===== src/pinball_cfg.svh =====
`ifndef PINBALL_CFG_SVH
`define PINBALL_CFG_SVH

// ====================
// Fixed point
// ====================

// Six fraction bits.
`define FIXED_SCALE 64

// Speed added to vertical speed every frame.
`define GRAVITY 8

// ====================
// Playfield
// ====================

`define FIELD_W 320
`define FIELD_H 240

// Side of the ball box, in pixels.
`define BALL_SIZE 8

// Top-left corner at level start.
`define START_X 300
`define START_Y 200

// Clock cycles per frame.
`define FRAME_CYCLES 16

// Vector widths.
`define COORD_W 11
`define SPEED_W 16

`endif


===== src/pinballPkg.sv =====
`default_nettype none

`include "pinball_cfg.svh"

package pinballPkg;

	// Speed in fixed units per frame.
	typedef logic signed [`SPEED_W-1:0] speedT;

	// Position in fixed units.
	typedef logic signed [23:0] fixPosT;

	// Pixel coordinate.
	typedef logic signed [`COORD_W-1:0] coordT;

	// Bit 3 left, bit 2 top, bit 1 right, bit 0 bottom.
	typedef logic [3:0] edgeCodeT;

	// Top-left corner of the ball box.
	typedef struct packed {
		coordT x;
		coordT y;
	} ballPosT;

	typedef struct packed {
		logic     hit;
		edgeCodeT edges;
	} hitT;

	// Single-cycle kick with a signed vertical speed.
	typedef struct packed {
		logic  strobe;
		speedT speedY;
	} launchT;

endpackage

`default_nettype wire


===== src/ballPhysics.sv =====
`default_nettype none

`include "pinball_cfg.svh"

module ballPhysics
	import pinballPkg::*;
(
	input  logic    clk,
	input  logic    resetN,
	input  logic    startOfFrame,
	input  logic    pause,
	input  logic    levelReset,
	input  launchT  launch,
	input  hitT     wallHit,
	output ballPosT ballPos
);

	// ====================
	// Constants
	// ====================

	localparam fixPosT startXFix = fixPosT'(`START_X * `FIXED_SCALE);
	localparam fixPosT startYFix = fixPosT'(`START_Y * `FIXED_SCALE);

	// Right bound for the top-left corner in fixed units.
	localparam fixPosT fieldWFix = fixPosT'(`FIELD_W * `FIXED_SCALE);

	localparam speedT gravity = speedT'(`GRAVITY);

	// ====================
	// State
	// ====================

	speedT speedX;
	speedT speedY;

	fixPosT posX;
	fixPosT posY;

	// Candidate x for the coming tick.
	fixPosT nextX;
	logic   xOutOfField;

	always_comb begin
		nextX       = posX + fixPosT'(speedX);
		xOutOfField = (nextX < fixPosT'(0)) || (nextX > fieldWFix);
	end

	// ====================
	// Vertical axis
	// ====================

	always_ff @(posedge clk or negedge resetN) begin
		if (!resetN) begin
			speedY <= '0;
			posY   <= startYFix;
		end else if (levelReset) begin
			speedY <= '0;
			posY   <= startYFix;
		end else if (!pause) begin
			if (startOfFrame) begin
				// Move by the old speed, then gravity.
				speedY <= speedY + gravity;
				posY   <= posY + fixPosT'(speedY);
			end else if (launch.strobe) begin
				speedY <= -speedY + launch.speedY;
			end else if (wallHit.hit) begin
				// Top wall.
				if (wallHit.edges[2] && (speedY < speedT'(0))) begin
					speedY <= -speedY;
				end else if (wallHit.edges[0] && (speedY > speedT'(0))) begin
					// Floor.
					speedY <= -speedY;
				end
			end
		end
	end

	// ====================
	// Horizontal axis
	// ====================

	// The launcher only kicks upward, so x skips the launch branch.
	always_ff @(posedge clk or negedge resetN) begin
		if (!resetN) begin
			speedX <= '0;
			posX   <= startXFix;
		end else if (levelReset) begin
			speedX <= '0;
			posX   <= startXFix;
		end else if (!pause) begin
			if (startOfFrame) begin
				if (xOutOfField) begin
					// Hold position, lose half the speed.
					speedX <= speedX >>> 1;
				end else begin
					posX <= nextX;
				end
			end else if (wallHit.hit) begin
				// Left wall.
				if (wallHit.edges[3] && (speedX < speedT'(0))) begin
					speedX <= -speedX;
				end else if (wallHit.edges[1] && (speedX > speedT'(0))) begin
					// Right wall.
					speedX <= -speedX;
				end
			end
		end
	end

	// ====================
	// Pixel position
	// ====================

	assign ballPos.x = coordT'(posX / `FIXED_SCALE);
	assign ballPos.y = coordT'(posY / `FIXED_SCALE);

endmodule

`default_nettype wire


===== src/frameTicker.sv =====
`default_nettype none

`include "pinball_cfg.svh"

module frameTicker (
	input  logic clk,
	input  logic resetN,
	output logic startOfFrame
);

	localparam int cntWidth = $clog2(`FRAME_CYCLES);

	localparam logic [cntWidth-1:0] reloadValue = cntWidth'(`FRAME_CYCLES - 1);
	localparam logic [cntWidth-1:0] lastCount   = cntWidth'(1);

	logic [cntWidth-1:0] frameCnt;

	// Down counter, wraps from zero back to the reload value.
	always_ff @(posedge clk or negedge resetN) begin
		if (!resetN) begin
			frameCnt <= '0;
		end else if (frameCnt == '0) begin
			frameCnt <= reloadValue;
		end else begin
			frameCnt <= frameCnt - 1'b1;
		end
	end

	// High for the one cycle in which the counter wraps.
	always_ff @(posedge clk or negedge resetN) begin
		if (!resetN) begin
			startOfFrame <= 1'b0;
		end else begin
			startOfFrame <= (frameCnt == lastCount);
		end
	end

endmodule

`default_nettype wire


===== src/pinballTop.sv =====
`default_nettype none

module pinballTop
	import pinballPkg::*;
(
	input  logic    clk,
	input  logic    resetN,
	input  logic    pause,
	input  logic    levelReset,
	input  launchT  launch,
	output ballPosT ballPos,
	output logic    startOfFrame
);

	// Registered wall event back into the physics.
	hitT wallHit;

	// ====================
	// Frame timing
	// ====================

	frameTicker ticker (
		.clk          (clk),
		.resetN       (resetN),
		.startOfFrame (startOfFrame)
	);

	// ====================
	// Ball motion
	// ====================

	ballPhysics physics (
		.clk          (clk),
		.resetN       (resetN),
		.startOfFrame (startOfFrame),
		.pause        (pause),
		.levelReset   (levelReset),
		.launch       (launch),
		.wallHit      (wallHit),
		.ballPos      (ballPos)
	);

	// Playfield walls.
	wallCollision walls (
		.clk     (clk),
		.resetN  (resetN),
		.ballPos (ballPos),
		.wallHit (wallHit)
	);

endmodule

`default_nettype wire


===== src/wallCollision.sv =====
`default_nettype none

`include "pinball_cfg.svh"

module wallCollision
	import pinballPkg::*;
(
	input  logic    clk,
	input  logic    resetN,
	input  ballPosT ballPos,
	output hitT     wallHit
);

	// ====================
	// Wall limits
	// ====================

	// Smallest top-left corner that touches the right or bottom wall.
	localparam coordT rightLimit  = coordT'(`FIELD_W - `BALL_SIZE);
	localparam coordT bottomLimit = coordT'(`FIELD_H - `BALL_SIZE);

	logic touchLeft;
	logic touchTop;
	logic touchRight;
	logic touchBottom;

	edgeCodeT edgesNext;

	// ====================
	// Edge compare
	// ====================

	// All four walls in parallel.
	always_comb begin
		touchLeft   = (ballPos.x <= coordT'(0));
		touchTop    = (ballPos.y <= coordT'(0));
		touchRight  = (ballPos.x >= rightLimit);
		touchBottom = (ballPos.y >= bottomLimit);
	end

	assign edgesNext = {touchLeft, touchTop, touchRight, touchBottom};

	// ====================
	// Registered event
	// ====================

	// Keeps the compare path away from the speed update.
	always_ff @(posedge clk or negedge resetN) begin
		if (!resetN) begin
			wallHit <= '0;
		end else begin
			wallHit.edges <= edgesNext;
			wallHit.hit   <= |edgesNext;
		end
	end

endmodule

`default_nettype wire

===== config.mk =====
export PLATFORM = sky130hd
export DESIGN_NAME = pinballTop
export DESIGN_NICKNAME = d
export VERILOG_FILES = /design/src/pinballPkg.sv /design/src/ballPhysics.sv /design/src/frameTicker.sv /design/src/pinballTop.sv /design/src/wallCollision.sv
export VERILOG_INCLUDE_DIRS = /design/src
export SDC_FILE = /design/constraint.sdc
export NUM_CORES = 1
export LEC_CHECK = 0
export BUFFER_PORTS_ARGS = -buffer_cell sky130_fd_sc_hd__clkbuf_2
export CORE_ASPECT_RATIO = 0.6
export CORE_MARGIN = 8
export CORE_UTILIZATION = 28
export CTS_CLUSTER_DIAMETER = 200
export DETAILED_ROUTE_END_ITERATION = 8
export PLACE_DENSITY = 0.52
export SYNTH_ARGS = -nofsm -noshare
export SYNTH_HDL_FRONTEND = slang
export SYNTH_SLANG_ARGS = --single-unit
export TNS_END_PERCENT = 30

===== constraint.sdc =====
create_clock -name clk -period 3.3 [get_ports clk]
set_input_delay 0.66 -clock clk [delete_from_list [all_inputs] [get_ports clk]]
set_output_delay 0.66 -clock clk [all_outputs]
set_load 0.02 [all_outputs]

==> summary.txt, run 1 <==
Power
  – Clock power frac: approximately a fifth
  – Worst VDD drop: 250 uV
  – Sequential share of power: 24.9%
  – Net Sw Frac: between 30 and 40%
  – Pwr Total: 0.00544 W
  – P per Cell Area: 494 nW/um2
  – NetSw: 0.00213 W
  – Static Leak: 5.30 nW
  – P_int: 0.00330 W
  – Combinational share of power: a little under three fifths

Timing
  – Worst hold margin: 0.246 ns
  – RSZ-0062 raised after global routing: true
  – PnR worst setup slack: -0.491 ns
  – Max-slew violations: 0
  – Worst-Margin Slew: 0.779 ns
  – Final Critical Period: 3.79 ns
  – Final period utilization: 115%
  – Fmax: 264 MHz
  – Skew final: between 0.01 and 0.015 ns
  – Fin. Hold Viols: 0
  – Relative slew slack: 46.7%
  – Final setup fails: 42

Clock network
  – Cts bufs inserted: 9
  – CTS clk-pin slew, worst paths: 0.07 ns
  – TritonCTS clock tree: built
  – CTS sink count: 90
  – CTS Hold Bufs: 0
  – CTS max path bufs: 2
  – Clk_lat worst skew: between 0.3 and 0.4 ns
  – CTS Root Cell: clkbuf_16
  – H-tree depth: 3

Floorplan
  – Row count: 48
  – Die height: roughly 150 um
  – Core area: 28,700 um2
  – Die X: between 200 and 250 um
  – IO Pins: 44
  – Initial Utilization: 28.5%
  – Die ar.: 35,100 um2

Yosys
  – Multiplexer share of the synthesized area: 1.87%
  – FFs w/ async S/R, synth: 100%
  – Simple-Gate Fraction of Synth Area: between 10% and 20%
  – Synth warn: 0
  – Top FF cell, synth: dfrtp_1
  – Adder-Cell Fraction of Synth Area: 11.8%
  – Synth Area in XOR/XNOR: 8.25%
  – Largest family of logic cells by synthesized area: compound AO/OA/AOI/OAI gates
  – Mapped cell area: 8170 um2
  – Synth Area in Compound Gates: a little over a quarter
  – Syn Area/Cell: 8.38 um2
  – Number of flops mapped to enable cells by yosys: 0
  – Net count after synthesis: approximately 1.1k
  – Post-Synthesis Cells: 975
  – Flops & latches, synth: 90
  – Synth unique cells: 78
  – Sequential share of the synthesized area: 27.7%

Setup path
  – Critical path type: register to register
  – R2R depth: 14
  – Kind of start point of the critical path: register
  – CP required: roughly 3.6 ns
  – Worst-path maximum fanout: 8
  – Crit path capture type: register
  – CP arrival: 4.04 ns

Cells and area
  – Most common cell after layout, fill and taps aside: buf_4
  – Area Growth Syn to Fin: 34.7%
  – Final cell count without fillers: 1,567
  – Commonest cells after routing, fill and taps aside: buf_4 (188), dfrtp_1 (80), a21oi_1 (73)
  – Number of fill cells: 2,908
  – Layout cells sized above 1: between 20% and 30%
  – ANT cells: 0
  – Nets: 1,283

Flow run
  – Max-Cap Viols: 0

Detailed routing
  – Drt via density: 5.23
  – Detail Route Antenna Nets: 0
  – Drt drc: 0
  – DR iter-0 viols: 608
  – DR vias: between 8k and 9k
  – Wire per inst: 16.6 um
  – Pre-antenna DRT Iters: 5
  – DRT Wirelength: 26,000 um

GRT
  – Vias in the first global route: 7,675
  – Initial antenna violation count: 0
  – Global-route wire length before repair: roughly 42,000 um
  – Largest net degree at the start of global routing: 63
  – All-layer global routing usage: 14.6%
  – Gr ovfl total: 0

Place
  – Dpl cells: 1,544
  – Place WS: -0.605 ns
  – Port Buffers: 43
  – Post-DP HPWL: 20,100 um
  – GPL Wtd Cong: 0.847

Run status
  – Failing checks: setup timing
  – Status: complete, but fails checks

Min path
  – Hold crit path type: input port to asynchronous set/reset pin
## power by group through the flow
stage	combinational [W]	sequential, W	clock, W
2_1_floorplan	0.00184	0.00131	0
3_3_place_gp	0.00286	0.00136	0
3_5_place_dp	0.00288	0.00136	0
4_1_cts	0.00295	0.00134	0.00110
5_1_grt	0.00335	0.00137	0.00114
6_report	0.00301	0.00135	0.00107
## state kept, by name, indices dropped and copies added (netlist names)
signal               flops
physics.speedY          16
walls.wallHit            5
ticker.frameCnt          4
ticker.startOfFrame      1
physics.speedX          16
physics.posX            24
physics.posY            24
## synth_stat cells (14+ instances only)
| master | n | area (um2) |
|---|---|---|
| nor2_1 | 66 | 248 |
| a31oi_1 | 14 | 87.6 |
| a21oi_1 | 77 | 385 |
| o31ai_1 | 15 | 113 |
| nand3_1 | 40 | 200 |
| xor2_1 | 35 | 307 |
| dfrtp_1 | 83 | 2080 |
| clkbuf_1 | 31 | 116 |
| nor3_1 | 36 | 180 |
| or3_1 | 15 | 93.8 |
| a21o_1 | 22 | 165 |
| nand2_1 | 66 | 248 |
| a22o_1 | 30 | 263 |
| inv_1 | 57 | 214 |
| o21ai_0 | 44 | 220 |
| ha_1 | 72 | 901 |
| xnor2_1 | 42 | 368 |
| and2_1 | 16 | 100 |
## stage by stage
step                      area (um2)  setup TNS [ns]  utilization (%)
after floorplan                 8220           -7.71                -
after global placement         10200          -18.42             35.6
after detailed placement       10200          -21.61             35.6
after CTS                      10800          -14.98             37.6
after global routing           11000          -24.43             38.3
final                          11000          -14.73             38.3
## final timing paths
| kind | startpoint | endpoint | slack [ns] |
|---|---|---|---|
| worst max-delay path | physics.posX[0]$_DFFE_PN0P_ | physics.speedX[2]$_DFFE_PN0P_ | -0.49 |
| worst min-delay path | resetN | physics.speedX[4]$_DFFE_PN0P_ | 0.25 |
| worst max register to register | physics.posX[0]$_DFFE_PN0P_ | physics.speedX[2]$_DFFE_PN0P_ | -0.49 |
| worst min register to register | ticker.frameCnt[0]$_DFF_PN0_ | ticker.frameCnt[0]$_DFF_PN0_ | 0.49 |
| max in group asynchronous | resetN | physics.posX[14]$_DFFE_PN1P_ | 2.29 |
| min in group clk | ticker.frameCnt[0]$_DFF_PN0_ | ticker.frameCnt[0]$_DFF_PN0_ | 0.49 |
## logic make-up (layout without fill, tap and decap cells)
family,count (synthesis),count (layout)
AO/OA/AOI/OAI,313,313
XOR/XNOR,77,77
adder cells (fa/ha/maj),75,75
buffers and inverters,97,314
flip-flops,90,90
multiplexers,15,15
AND/OR/NAND/NOR,308,308
## per-layer routing
layer	part of all wire [%]	vias up	global-route usage (%)
met5	0	-	0
met4	0.63	0	2.43
met3	5.7	11	3.05
met2	38	218	19.0
met1	56	3905	23.6
li1	-	4056	-
## area by class of cell
class | instances | area, um2 | share of cell area, %
multi-input cells | 788 | 5930 | 53.9
well taps | 375 | 469 | 4.26
clock buffers | 11 | 243 | 2.20
clock inverters | 5 | 53.8 | 0.489
flip-flops and latches | 90 | 2260 | 20.6
inverters | 58 | 218 | 1.98
repair buffers | 240 | 1830 | 16.6
## critical path: stages, from the launching register on
cell       delay (ns)
dfrtp_1          0.38
ha_2             0.20
fa_2             0.34
a211o_1          0.31
a2111oi_4        0.44
o2111ai_2        0.22
a31oi_2          0.20
o21bai_1         0.10
a311oi_1         0.26
nand4_1          0.17
buf_4            0.18
o31ai_4          0.33
buf_6            0.20
a22oi_2          0.08
a211o_1          0.26
## repair_timing
item | in CTS | in global routing
gates resized for setup | 50 | 40
gates cloned | 1 | 1
setup endpoints to repair | 55 | 71
pin swaps | 22 | 18
endpoints found under the hold margin | 0 | 0
buffers inserted | 4 | 1
No activity file was read; power rests on OpenSTA's default activity.
==> inputs of run 2 (changes only) <==
Settings changed: REMOVE_ABC_BUFFERS from default to 1.
==> run 2 against run 1 <==
Compared with the run above: the run still ends with setup timing left; critical path depth increased by 1; routed wire length decreased by 0.16%; via count decreased by 1.6%; sequential power about the same; critical path type unchanged.
==> summary.txt, run 2 (synthesis gave the netlist of run 1 again) <==
Cells and area
  – Seq. cell area: 2260 um2 (-0.11%)
  – Nets: 1,284 (+0.078%)
  – Area Growth Syn to Fin: 33.9%
  – ANT cells: 0 (unchanged)
  – Most common cell after layout, fill and taps aside: buf_4
  – Layout cells sized above 1: 29.3% (+0.23 points)
  – Multi-input logic area: 5910 um2 (-0.27%)
  – Fin util: 38.1% (-0.21 points)
  – Commonest cells after routing, fill and taps aside: buf_4 (189), dfrtp_1 (82), a21oi_1 (70)
  – Top Registers: physics.posX x24, physics.posY x24
  – Post-route cell area: 10,900 um2 (-0.56%)
  – Number of fill cells: 2,914 (+0.21%)

Power
  – Worst VDD drop: 290 uV (+16%)
  – Static Leak: 5.26 nW (-0.87%)
  – Pwr Total: 0.00535 W (-1.7%)
  – P per Cell Area: 488 nW/um2 (-1.1%)

Setup path
  – CP required: 3.54 ns (about the same)
  – CP Capture Point: physics.speedX[4]$_DFFE_PN0P_
  – Crit path capture type: register
  – R2R depth: 15 (+1)
  – Kind of start point of the critical path: register
  – RR Startpoint: physics.posX[0]$_DFFE_PN0P_
  – Critical path type: register to register
  – CP arrival: 4.09 ns (+0.05 ns)
  – Critical path origin: physics.posX[0]$_DFFE_PN0P_
  – Worst-path maximum fanout: 8 (unchanged)
  – FF-to-FF setup slack: -0.55 ns (-0.06 ns)
  – Worst reg2reg endpoint: physics.speedX[4]$_DFFE_PN0P_

Floorplan
  – Row count: 48 (unchanged)
  – Die ar.: 35,100 um2 (unchanged)
  – Initial Utilization: 28.5% (unchanged)
  – Die X: 237 um (unchanged)
  – Core area: 28,700 um2 (unchanged)
  – IO Pins: 44 (unchanged)
  – Die height: 148 um (unchanged)

Clock network
  – TritonCTS clock tree: built
  – H-tree depth: 3 (unchanged)
  – CTS clk-pin slew, worst paths: 0.07 ns (about the same)
  – Clk_lat worst skew: 0.36 ns (about the same)
  – Cts bufs inserted: 9 (unchanged)
  – CTS max path bufs: 2 (unchanged)
  – CTS sink count: 90 (unchanged)
  – CTS Root Cell: clkbuf_16

Place
  – Post-DP HPWL: 20,100 um (-0.23%)
  – Placed inst area: 10,200 um2 (-0.45%)
  – GPL Wtd Cong: 0.844 (-0.34%)
  – Place WS: -0.861 ns (-0.255 ns)
  – Port Buffers: 43 (unchanged)

Detailed routing
  – Pre-antenna DRT Iters: 5 (unchanged)
  – Drt drc: 0 (unchanged)
  – Detail Route Antenna Nets: 0 (unchanged)
  – Drt via density: 5.14 (-1.7%)
  – DRT Wirelength: 26,000 um (-0.16%)
  – DR vias: 8,056 (-1.6%)
  – DR iter-0 viols: 596 (-2.0%)
  – Wire per inst: 16.6 um (-0.22%)

GRT
  – Gr ovfl total: 0 (unchanged)
  – Largest net degree at the start of global routing: 49 (-22%)
  – Initial antenna violation count: 2 (+2)
  – Global-route wire length before repair: 41,500 um (-0.69%)
  – All-layer global routing usage: 14.5% (-0.036 points)
  – Vias in the first global route: 7,514 (-2.1%)

Timing
  – Final setup fails: 43 (+2.4%)
  – Fin. Hold Viols: 0 (unchanged)
  – RSZ-0062 raised after global routing: true
  – Relative slew slack: 54.3% (+7.6 points)
  – Max-slew violations: 0 (unchanged)
  – Skew final: 0.0107 ns (-0.00183 ns)
  – Worst-Margin Slew: 0.685 ns (-0.0938 ns)
  – Final Critical Period: 3.85 ns (+0.0597 ns)
  – Worst hold margin: 0.342 ns (+0.0962 ns)
  – Fmax: 260 MHz (-1.6%)
  – Final period utilization: 117% (+1.8 points)
  – PnR worst setup slack: -0.551 ns (-0.0597 ns)

Min path
  – Hold crit path type: input port to asynchronous set/reset pin

Run status
  – Status: complete, but fails checks
  – Failing checks: setup timing

Flow run
  – Max-Cap Viols: 0 (unchanged)
-- run 2: changes by cell type in the layout (fill, tap and decap cells not counted), moves of 3 or more --
cell      before  now
a21oi_1       73   70
a21oi_2        4    7
and2_1        12    8
and2_4         3    8
clkinv_2       3    0
xor2_1        34   29
xor2_2         1    6
-- run 2: timing repair --
action                                  CTS  global route
endpoints found under the setup margin   61            72
cloned                                    1             1
pin swaps                                11            22
gates resized for setup                  47            50
hold buffers                              0             0
buffers inserted                          7             0
-- run 2: how the worst min path moves through the flow --
stage | from | endpoint | slack, ns | depth (start not counted)
2_1_floorplan | resetN | physics.posX[0]$_DFFE_PN0P_ | 0.36 | 0
3_3_place_gp | physics.posY[21]$_DFFE_PN0P_ | physics.posY[21]$_DFFE_PN0P_ | 0.48 | 2
3_5_place_dp | physics.posY[21]$_DFFE_PN0P_ | physics.posY[21]$_DFFE_PN0P_ | 0.47 | 2
4_1_cts | resetN | physics.posY[21]$_DFFE_PN0P_ | 0.37 | 1
5_1_grt | resetN | physics.posX[22]$_DFFE_PN0P_ | 0.39 | 1
6_report | resetN | physics.posX[22]$_DFFE_PN0P_ | 0.34 | 1
-- run 2: layer usage --
layer	routed length, um	share of wire [%]	global-route usage, %	vias to the layer above
li1	-	-	-	4050
met5	27	0.10	0	-
met2	10200	39	19.8	190
met4	199	0.77	2.22	4
met1	14300	55	23.1	3796
met3	1270	4.9	2.94	16
-- run 2: area by class of cell --
cell class,instances,area share (%)
Timing Repair Buffer,241,16.4
Clock inverter,7,0.560
Clock buffer,9,2.06
Inverter,58,1.99
Multi-Input combinational cell,788,54.0
Tap cell,375,4.29
Sequential cell,90,20.7
-- run 2: critical path, cell delays in order, from the launching register on --
cell and delay, ns:
dfrtp_1 0.38, ha_2 0.20, fa_2 0.37, a211o_1 0.33, a2111oi_4 0.31, buf_4 0.19
o2111ai_4 0.16, a311o_1 0.35, o41ai_2 0.31, nand4_1 0.15, buf_6 0.16, o31ai_4 0.29
buf_12 0.17, buf_6 0.10, a21oi_2 0.04, a211o_1 0.22
-- run 2: power by group --
| group | switching, W | internal (W) |
|---|---|---|
| registers | 0.000140 | 0.00121 |
| clock network | 0.000504 | 0.000525 |
| logic | 0.00153 | 0.00143 |
-- run 2: through the flow --
stage | std cells | setup TNS (ns)
after floorplan | 936 | -20.05
after global placement | 1543 | -24.11
after detailed placement | 1543 | -30.78
after CTS | 1567 | -20.71
after global routing | 1568 | -25.69
final | 1568 | -17.93
